<file path="src/csr_pkg.sv">
package csr_pkg;

    localparam int XLEN       = 32;
    localparam int CSR_ADDR_W = 12;
    localparam int PPN_W      = 22;

    typedef enum logic [3:0] {
        CSR_CMD_NONE       = 4'd0,
        CSR_CMD_READ       = 4'd1,
        CSR_CMD_WRITE      = 4'd2,
        CSR_CMD_READ_WRITE = 4'd3,
        CSR_CMD_READ_SET   = 4'd4,
        CSR_CMD_READ_CLEAR = 4'd5
    } csr_cmd_e;

    typedef enum logic [1:0] {
        PRIV_USER       = 2'd0,
        PRIV_SUPERVISOR = 2'd1,
        PRIV_MACHINE    = 2'd3  // 2 is reserved
    } priv_e;

    // Read-only space has the top two address bits set
    localparam logic [CSR_ADDR_W-1:0] CSR_MCUR_PRIV = 12'hFC0;
    localparam logic [CSR_ADDR_W-1:0] CSR_MVENDORID = 12'hF11;
    localparam logic [CSR_ADDR_W-1:0] CSR_MARCHID   = 12'hF12;
    localparam logic [CSR_ADDR_W-1:0] CSR_MIMPID    = 12'hF13;
    localparam logic [CSR_ADDR_W-1:0] CSR_MHARTID   = 12'hF14;

    localparam logic [CSR_ADDR_W-1:0] CSR_MSTATUS   = 12'h300;
    localparam logic [CSR_ADDR_W-1:0] CSR_MISA      = 12'h301;
    localparam logic [CSR_ADDR_W-1:0] CSR_MTVEC     = 12'h305;
    localparam logic [CSR_ADDR_W-1:0] CSR_MSCRATCH  = 12'h340;
    localparam logic [CSR_ADDR_W-1:0] CSR_MEPC      = 12'h341;
    localparam logic [CSR_ADDR_W-1:0] CSR_MCAUSE    = 12'h342;
    localparam logic [CSR_ADDR_W-1:0] CSR_MTVAL     = 12'h343;

    localparam logic [CSR_ADDR_W-1:0] CSR_STVEC     = 12'h105;
    localparam logic [CSR_ADDR_W-1:0] CSR_SSCRATCH  = 12'h140;
    localparam logic [CSR_ADDR_W-1:0] CSR_SEPC      = 12'h141;
    localparam logic [CSR_ADDR_W-1:0] CSR_SCAUSE    = 12'h142;
    localparam logic [CSR_ADDR_W-1:0] CSR_STVAL     = 12'h143;
    localparam logic [CSR_ADDR_W-1:0] CSR_SATP      = 12'h180;

    localparam logic [CSR_ADDR_W-1:0] CSR_CYCLE     = 12'hB00;
    localparam logic [CSR_ADDR_W-1:0] CSR_CYCLEH    = 12'hB80;
    localparam logic [CSR_ADDR_W-1:0] CSR_INSTRET   = 12'hB02;
    localparam logic [CSR_ADDR_W-1:0] CSR_INSTRETH  = 12'hB82;

    localparam int MSTATUS_TSR    = 22;
    localparam int MSTATUS_TW     = 21;
    localparam int MSTATUS_TVM    = 20;
    localparam int MSTATUS_MXR    = 19;
    localparam int MSTATUS_SUM    = 18;
    localparam int MSTATUS_MPRV   = 17;
    localparam int MSTATUS_MPP_HI = 12;
    localparam int MSTATUS_MPP_LO = 11;
    localparam int MSTATUS_SPP    = 8;
    localparam int MSTATUS_MPIE   = 7;
    localparam int MSTATUS_SPIE   = 5;
    localparam int MSTATUS_MIE    = 3;
    localparam int MSTATUS_SIE    = 1;

    typedef struct packed {
        csr_cmd_e              cmd;
        logic [CSR_ADDR_W-1:0] addr;
        logic [XLEN-1:0]       wdata;
    } csr_req_t;

    typedef struct packed {
        logic                  en;
        logic [CSR_ADDR_W-1:0] addr;
        logic [XLEN-1:0]       data;
    } csr_wr_t;

    typedef struct packed {
        logic             satp_mode;
        logic [PPN_W-1:0] satp_ppn;
        logic             mprv;
        logic             mxr;
        logic             sum;
        logic [1:0]       mpp;
    } mem_ctrl_t;

    typedef struct packed {
        logic tsr;
        logic tw;
        logic tvm;
    } trap_ctrl_t;

endpackage

</file>
<file path="src/csr_access_check.sv">
`timescale 1ns/1ps

module csr_access_check (
    input  csr_pkg::csr_req_t           req,
    input  csr_pkg::priv_e              priv,
    input  logic                        any_hit,
    input  logic [csr_pkg::XLEN-1:0]    readdata,
    output logic                        invalid,
    output csr_pkg::csr_wr_t            wr
);
    import csr_pkg::*;

    logic            is_read;
    logic            is_write;
    logic            is_access;
    logic            level_invalid;
    logic            ro_write;
    logic [XLEN-1:0] wr_value;

    assign is_read  = req.cmd inside {CSR_CMD_READ, CSR_CMD_READ_WRITE,
                                      CSR_CMD_READ_SET, CSR_CMD_READ_CLEAR};
    assign is_write = req.cmd inside {CSR_CMD_WRITE, CSR_CMD_READ_WRITE,
                                      CSR_CMD_READ_SET, CSR_CMD_READ_CLEAR};
    assign is_access = is_read || is_write;

    assign level_invalid = is_access && (2'(priv) < req.addr[9:8]);  // Bits 9..8 give min level
    assign ro_write      = is_write && (&req.addr[11:10]);

    // Unknown address only counts once level and space pass
    assign invalid = level_invalid || ro_write || (is_access && !any_hit);

    always_comb begin
        case (req.cmd)
            CSR_CMD_READ_SET:   wr_value = readdata | req.wdata;
            CSR_CMD_READ_CLEAR: wr_value = readdata & ~req.wdata;
            default:            wr_value = req.wdata;  // Write and read-write
        endcase
    end

    assign wr.en   = is_write && !invalid;
    assign wr.addr = req.addr;
    assign wr.data = wr_value;

endmodule

</file>
<file path="src/csr_status_regs.sv">
`timescale 1ns/1ps

module csr_status_regs #(
    parameter logic [csr_pkg::XLEN-1:0] MVENDORID = 32'h0A1AA1E0,
    parameter logic [csr_pkg::XLEN-1:0] MARCHID   = 32'h1,
    parameter logic [csr_pkg::XLEN-1:0] MIMPID    = 32'h1,
    parameter logic [csr_pkg::XLEN-1:0] MHARTID   = 32'h0
) (
    input  logic                             clk,
    input  logic                             rst_n,
    input  logic [csr_pkg::CSR_ADDR_W-1:0]   addr,
    input  csr_pkg::priv_e                   priv,
    input  csr_pkg::csr_wr_t                 wr,
    output logic                             hit,
    output logic [csr_pkg::XLEN-1:0]         rdata,
    output csr_pkg::mem_ctrl_t               mem_ctrl,
    output csr_pkg::trap_ctrl_t              trap_ctrl
);
    import csr_pkg::*;

    localparam logic [XLEN-1:0] MISA_BASE = 32'h40141100;  // RV32 with I, M, S, U

    mem_ctrl_t       mem_q;  // satp plus memory-access mstatus fields
    trap_ctrl_t      trap_q;
    logic            spp_q;
    logic            mpie_q;
    logic            spie_q;
    logic            mie_q;
    logic            sie_q;
    logic            misa_atomic_q;  // Scratch bit for atomic emulation
    logic [XLEN-1:0] mstatus_rd;

    always_comb begin
        mstatus_rd = '0;  // Unused bits stay zero
        mstatus_rd[MSTATUS_TSR]  = trap_q.tsr;
        mstatus_rd[MSTATUS_TW]   = trap_q.tw;
        mstatus_rd[MSTATUS_TVM]  = trap_q.tvm;
        mstatus_rd[MSTATUS_MXR]  = mem_q.mxr;
        mstatus_rd[MSTATUS_SUM]  = mem_q.sum;
        mstatus_rd[MSTATUS_MPRV] = mem_q.mprv;
        mstatus_rd[MSTATUS_MPP_HI:MSTATUS_MPP_LO] = mem_q.mpp;
        mstatus_rd[MSTATUS_SPP]  = spp_q;
        mstatus_rd[MSTATUS_MPIE] = mpie_q;
        mstatus_rd[MSTATUS_SPIE] = spie_q;
        mstatus_rd[MSTATUS_MIE]  = mie_q;
        mstatus_rd[MSTATUS_SIE]  = sie_q;
    end

    always_comb begin
        hit = 1'b1;
        case (addr)
            CSR_MCUR_PRIV: rdata = {{(XLEN-2){1'b0}}, priv};
            CSR_MVENDORID: rdata = MVENDORID;
            CSR_MARCHID:   rdata = MARCHID;
            CSR_MIMPID:    rdata = MIMPID;
            CSR_MHARTID:   rdata = MHARTID;
            CSR_MSTATUS:   rdata = mstatus_rd;
            CSR_MISA:      rdata = MISA_BASE | {{(XLEN-1){1'b0}}, misa_atomic_q};
            CSR_SATP:      rdata = {mem_q.satp_mode, {(XLEN-1-PPN_W){1'b0}}, mem_q.satp_ppn};
            default: begin
                hit   = 1'b0;
                rdata = '0;
            end
        endcase
    end

    always_ff @(posedge clk) begin
        if (!rst_n) begin
            mem_q         <= '0;
            trap_q        <= '0;
            spp_q         <= 1'b0;
            mpie_q        <= 1'b0;
            spie_q        <= 1'b0;
            mie_q         <= 1'b0;
            sie_q         <= 1'b0;
            misa_atomic_q <= 1'b0;
        end else if (wr.en) begin
            case (wr.addr)
                CSR_MSTATUS: begin
                    trap_q.tsr <= wr.data[MSTATUS_TSR];
                    trap_q.tw  <= wr.data[MSTATUS_TW];
                    trap_q.tvm <= wr.data[MSTATUS_TVM];
                    mem_q.mxr  <= wr.data[MSTATUS_MXR];
                    mem_q.sum  <= wr.data[MSTATUS_SUM];
                    mem_q.mprv <= wr.data[MSTATUS_MPRV];
                    if (wr.data[MSTATUS_MPP_HI:MSTATUS_MPP_LO] != 2'b10)  // Reserved level
                        mem_q.mpp <= wr.data[MSTATUS_MPP_HI:MSTATUS_MPP_LO];
                    spp_q      <= wr.data[MSTATUS_SPP];
                    mpie_q     <= wr.data[MSTATUS_MPIE];
                    spie_q     <= wr.data[MSTATUS_SPIE];
                    mie_q      <= wr.data[MSTATUS_MIE];
                    sie_q      <= wr.data[MSTATUS_SIE];
                end
                CSR_MISA: misa_atomic_q <= wr.data[0];
                CSR_SATP: begin
                    mem_q.satp_mode <= wr.data[XLEN-1];
                    mem_q.satp_ppn  <= wr.data[PPN_W-1:0];
                end
                default: ;
            endcase
        end
    end

    assign mem_ctrl  = mem_q;
    assign trap_ctrl = trap_q;

endmodule

</file>
<file path="src/csr_trap_regs.sv">
`timescale 1ns/1ps

module csr_trap_regs (
    input  logic                             clk,
    input  logic                             rst_n,
    input  logic [csr_pkg::CSR_ADDR_W-1:0]   addr,
    input  csr_pkg::csr_wr_t                 wr,
    output logic                             hit,
    output logic [csr_pkg::XLEN-1:0]         rdata
);
    import csr_pkg::*;

    localparam int NUM_REGS = 10;

    // Machine set first and supervisor second in the same order
    localparam logic [CSR_ADDR_W-1:0] TRAP_ADDR [NUM_REGS] = '{
        CSR_MTVEC, CSR_MSCRATCH, CSR_MEPC, CSR_MCAUSE, CSR_MTVAL,
        CSR_STVEC, CSR_SSCRATCH, CSR_SEPC, CSR_SCAUSE, CSR_STVAL
    };

    // tvec and epc hold word addresses
    localparam logic [NUM_REGS-1:0] WORD_ALIGNED = 10'b00101_00101;

    logic [XLEN-1:0] regs_q [NUM_REGS];
    logic            misaligned;

    assign misaligned = |wr.data[1:0];

    always_comb begin
        hit   = 1'b0;
        rdata = '0;
        for (int i = 0; i < NUM_REGS; i++) begin
            if (addr == TRAP_ADDR[i]) begin
                hit   = 1'b1;
                rdata = regs_q[i];
            end
        end
    end

    always_ff @(posedge clk) begin
        if (!rst_n) begin
            for (int i = 0; i < NUM_REGS; i++)
                regs_q[i] <= '0;
        end else if (wr.en) begin
            for (int i = 0; i < NUM_REGS; i++) begin
                if (wr.addr == TRAP_ADDR[i] && !(WORD_ALIGNED[i] && misaligned))
                    regs_q[i] <= wr.data;  // Misaligned vector writes are dropped
            end
        end
    end

endmodule

</file>
<file path="src/csr_counters.sv">
`timescale 1ns/1ps

module csr_counters (
    input  logic                             clk,
    input  logic                             rst_n,
    input  logic [csr_pkg::CSR_ADDR_W-1:0]   addr,
    input  csr_pkg::csr_wr_t                 wr,
    input  logic                             instret_incr,
    output logic                             hit,
    output logic [csr_pkg::XLEN-1:0]         rdata
);
    import csr_pkg::*;

    logic [2*XLEN-1:0] cycle_q;
    logic [2*XLEN-1:0] instret_q;

    // A written half wins over the increment for that cycle
    function automatic logic [2*XLEN-1:0] count_next(
        input logic [2*XLEN-1:0] cur,
        input logic              inc,
        input logic              wr_lo,
        input logic              wr_hi,
        input logic [XLEN-1:0]   data
    );
        logic [2*XLEN-1:0] nxt;
        nxt = cur + (2*XLEN)'(inc);
        if (wr_lo)
            nxt = {cur[2*XLEN-1:XLEN], data};
        if (wr_hi)
            nxt = {data, cur[XLEN-1:0]};
        return nxt;
    endfunction

    always_comb begin
        hit = 1'b1;
        case (addr)
            CSR_CYCLE:    rdata = cycle_q[XLEN-1:0];
            CSR_CYCLEH:   rdata = cycle_q[2*XLEN-1:XLEN];
            CSR_INSTRET:  rdata = instret_q[XLEN-1:0];
            CSR_INSTRETH: rdata = instret_q[2*XLEN-1:XLEN];
            default: begin
                hit   = 1'b0;
                rdata = '0;
            end
        endcase
    end

    always_ff @(posedge clk) begin
        if (!rst_n) begin
            cycle_q   <= '0;
            instret_q <= '0;
        end else begin
            cycle_q   <= count_next(cycle_q, 1'b1,
                                    wr.en && wr.addr == CSR_CYCLE,
                                    wr.en && wr.addr == CSR_CYCLEH, wr.data);
            instret_q <= count_next(instret_q, instret_incr,
                                    wr.en && wr.addr == CSR_INSTRET,
                                    wr.en && wr.addr == CSR_INSTRETH, wr.data);
        end
    end

endmodule

</file>
<file path="src/csr_file.sv">
`timescale 1ns/1ps

module csr_file #(
    parameter logic [csr_pkg::XLEN-1:0] MVENDORID = 32'h0A1AA1E0,
    parameter logic [csr_pkg::XLEN-1:0] MARCHID   = 32'h1,
    parameter logic [csr_pkg::XLEN-1:0] MIMPID    = 32'h1,
    parameter logic [csr_pkg::XLEN-1:0] MHARTID   = 32'h0
) (
    input  logic                         clk,
    input  logic                         rst_n,
    input  csr_pkg::csr_req_t            req,
    input  csr_pkg::priv_e               priv,
    input  logic                         instret_incr,
    output logic [csr_pkg::XLEN-1:0]     readdata,
    output logic                         invalid,
    output csr_pkg::mem_ctrl_t           mem_ctrl,
    output csr_pkg::trap_ctrl_t          trap_ctrl
);
    import csr_pkg::*;

    csr_wr_t         wr;  // Committed write that every bank sees
    logic            any_hit;
    logic            status_hit;
    logic            trap_hit;
    logic            cnt_hit;
    logic [XLEN-1:0] status_rdata;
    logic [XLEN-1:0] trap_rdata;
    logic [XLEN-1:0] cnt_rdata;

    // Banks drive zero on a miss
    assign readdata = status_rdata | trap_rdata | cnt_rdata;
    assign any_hit  = status_hit | trap_hit | cnt_hit;

    csr_access_check u_check (
        .req      (req),
        .priv     (priv),
        .any_hit  (any_hit),
        .readdata (readdata),
        .invalid  (invalid),
        .wr       (wr)
    );

    csr_status_regs #(
        .MVENDORID (MVENDORID),
        .MARCHID   (MARCHID),
        .MIMPID    (MIMPID),
        .MHARTID   (MHARTID)
    ) u_status (
        .clk       (clk),
        .rst_n     (rst_n),
        .addr      (req.addr),
        .priv      (priv),
        .wr        (wr),
        .hit       (status_hit),
        .rdata     (status_rdata),
        .mem_ctrl  (mem_ctrl),
        .trap_ctrl (trap_ctrl)
    );

    csr_trap_regs u_trap (
        .clk   (clk),
        .rst_n (rst_n),
        .addr  (req.addr),
        .wr    (wr),
        .hit   (trap_hit),
        .rdata (trap_rdata)
    );

    csr_counters u_cnt (
        .clk          (clk),
        .rst_n        (rst_n),
        .addr         (req.addr),
        .wr           (wr),
        .instret_incr (instret_incr),
        .hit          (cnt_hit),
        .rdata        (cnt_rdata)
    );

endmodule

</file>
<file path="config.mk">
export PLATFORM = sky130hd
export DESIGN_NAME = csr_file
export DESIGN_NICKNAME = d
export VERILOG_FILES = /design/src/csr_pkg.sv /design/src/csr_access_check.sv /design/src/csr_status_regs.sv /design/src/csr_trap_regs.sv /design/src/csr_counters.sv /design/src/csr_file.sv
export SDC_FILE = /design/constraint.sdc
export NUM_CORES = 1
export LEC_CHECK = 0
export ABC_AREA = 1
export BUFFER_PORTS_ARGS = -buffer_cell sky130_fd_sc_hd__buf_2
export CAP_MARGIN = 20
export CELL_PAD_IN_SITES_DETAIL_PLACEMENT = 1
export CELL_PAD_IN_SITES_GLOBAL_PLACEMENT = 1
export CORE_MARGIN = 5
export CORE_UTILIZATION = 24
export DETAILED_ROUTE_END_ITERATION = 16
export HOLD_SLACK_MARGIN = 0.05
export PLACE_DENSITY = 0.53
export SYNTH_ARGS = -nofsm -noshare
export SYNTH_HDL_FRONTEND = slang
export SYNTH_SLANG_ARGS = --single-unit
</file>
<file path="constraint.sdc">
create_clock -name clk -period 5.5 [get_ports clk]
set_clock_uncertainty 0.15 [all_clocks]
set_input_delay 0.55 -clock clk [delete_from_list [all_inputs] [get_ports clk]]
set_output_delay 0.55 -clock clk [all_outputs]
set_load 0.02 [all_outputs]
</file>
==> out/qor.yml <==
p_per_area_mw_per_mm2: 268
root_buffer: "clkbuf_16"
io_pins: 117
hold_slack_ns: 0.101
slowest_stage: "o21ai_0"
gp_congestion: 0.930
r2r_end: "u_cnt.instret_q[58]"
insertion_delay_ns: 0.68
swShare: 0.247
num_vias: 27179
tns_ns: 0
gr-total-overflow: 0
total_power_mw: 8.57
clkTransAtPathRegs_ns: 0.06
numCtsBuffers: 59
cts-resized-gates: 0
core_mm2: 0.114
r2r_start: "u_cnt.instret_q[0]"
layout-drive-gt1-share: 0.0992
route.detailed.drc: 0
worstSetupEndpointType: "output port"
clockPowerShare: 0.483
rsz0062_at_grt: "false"
syn_to_final_growth_pct: 16.3
combPwrFrac: 0.046
grt_usage: 0.220
dpl.cell_count: 5304
hp-class: "in2reg"
via_per_inst: 5.02
critPathMaxFanout: 13
fin_crit_sh: 0.775
fp.dieH_um: 349
p_leak_nw: 12.9
fp-row-count: 124
slowest_delay_ns: 0.47
period_needed_ns: 4.26
worstSetupStartpointType: "input port"
synth_top_area_cell: "edfxtp_1"
slew_headroom: 0.247
status: "finished clean"
post_cts_buffers: 0
maxClockFrequency_mhz: 235
synthDistinctLibCells: 50
h-tree-depth: 2
hold_depth: 5
p_int_mw: 6.45
synthTopCellsByArea: "edfxtp_1 (35%), nand2_1 (13%), dfxtp_1 (12%), nor2_1 (9.8%), nand3_1 (4.8%)"
netlist_top_cells_count: "nand2_1 (965), nor2_1 (719), inv_1 (346)"
synthCells: 3766
instances_no_fill: 5416
nets: 3911
cts.path.max_buffers: 3
grt_start_max_net_pins: 84
ys.flop_type: "edfxtp_1"
slew_viol_final: 0
synth_seq_cells: 485
cts_tree: "yes"
yosysMostFrequentCell: "nand2_1"
ant_nets: 0
grt_pass1_wl_um: 197000
drt_iter0_drc: 2728
yosysWarnings: 0
cts_hold_buffers: 0
drt-total-wl_um: 138000
critPathKind: "in2out"
reg2regPathDepth: 15
ir_drop_mv: 0.252
synth_area_mm2: 0.0276
cts.sinks: 485
routedWlPerCell_um: 25.6
path_common_cell: "nand2_1"
synthesis.area_per_instance_um2: 7.32
first_pass_iters: 5
worst_pin_slew_ns: 1.12
die_area_mm2: 0.122
critPathRequiredTime_ns: 4.80
postSynth.asyncResetShare: 0
netSwitchingPower_mw: 2.12
initial_core_util: 0.241
dpl.hpwl_um: 104000
min_to: "u_cnt.instret_q[34]"
synth-edff-count: 320
io_buffers: 116
setup_violations: 0
synth_top_cell_area_share: 0.349
hold_viol_final: 0
grt_pass1_vias: 26118
hold_path.startpoint: "req[2]"
fin_util: 0.281
pwr-share-seq: 0.471
cp_cell_sequence: "buf_2, nor2_1, nand2_1, nor2_2, buf_4, nand2_1, inv_1, nand2_1, nand4_1, o21ai_0, nand2_1, a21oi_1, o21ai_0, buf_2"
die_x_um: 349
arrival_ns: 3.56
cap_viol_max_count: 0
seq_area_frac_synth: 0.469
worst-r2r-setup-slack_ns: 1.49
antenna_found_initial: 9
[how the worst max path moves through the flow]
stage	cells past startpoint	start	slack, ns	endpoint
floorplan	10	req[35]	0.81	u_trap.regs_q[0][100]
global placement	13	req[32]	0.92	u_trap.regs_q[0][90]
detailed placement	13	req[32]	0.92	u_trap.regs_q[0][174]
CTS	14	req[37]	1.29	readdata[3]
global route	14	req[37]	1.06	readdata[3]
finish	14	req[37]	1.24	readdata[3]
[worst max-delay path, delay by kind of cell]
kind,cells,cell delay (ns)
AOI/OAI and AO/OA,3,0.68
buffers and inverters,4,1.10
and+or+nand+nor,7,1.22
[final cells by class]
type	instances	area (µm²)
Sequential cell	485	12900
Antenna cell	3	7.51
Fill cell	13972	82200
Timing Repair Buffer	206	1310
Clock buffer	75	1570
Tap cell	1512	1890
Multi-Input combinational cell	2718	12500
Inverter	384	1440
Clock inverter	33	409
[through the flow]
stage	setup WS (ns)	instance area [µm²]
after floorplan	0.814	27600
after detailed placement	0.921	30000
after CTS	1.29	32000
after global placement	0.922	30000
after global routing	1.06	32000
final	1.24	32000
[power by group through the flow]
stage / Sequential (mW) / Clock (mW) / Combinational (mW)
6_report: 4.04 / 4.14 / 0.399
2_1_floorplan: 4.11 / 0 / 0.172
3_3_place_gp: 4.11 / 0 / 0.395
5_1_grt: 4.05 / 4.37 / 0.418
3_5_place_dp: 4.11 / 0 / 0.398
4_1_cts: 4.04 / 4.23 / 0.399
[state kept, by name (all words and copies together) (netlist names), 3 cells and up]
signal,cells
u_status.trap_ctrl,3
u_cnt.instret_q,64
u_status.mem_ctrl,28
u_cnt.cycle_q,64
u_trap.regs_q,320
[per-layer routing]
metal,global-route usage,part of all wire,vias up
met5,0,0,-
met4,0.0493,0.023,0
met3,0.0331,0.068,134
met2,0.325,0.42,894
met1,0.338,0.49,13655
li1,-,-,12496
[cell usage in the layout (no fill, tap or decap), drive strengths merged, types with 22 or more instances in the layout]
cell    synthesis  final
xor2           81     81
o21ai         166    166
buf           100    206
nand3         265    265
nor3           78     78
nand3b         34     34
dfxtp         165    165
inv           384    386
nor2          733    733
nand2         973    973
nand4         122    122
clkbuf         86     75
nor4           22     22
edfxtp        320    320
a21oi         125    125
[logic make-up (layout without fill, tap and decap cells)]
family,count (synthesis),after routing,synth area share
AO/OA/AOI/OAI,362,362,0.0726
adder cells (fa/ha/maj),4,4,0.00182
buffers and inverters,570,698,0.0821
XOR/XNOR,88,88,0.0280
other,1,11,0.000136
flip-flops,485,485,0.469
AND/OR/NAND/NOR,2256,2256,0.347
No activity file was read; power rests on OpenSTA's default activity.
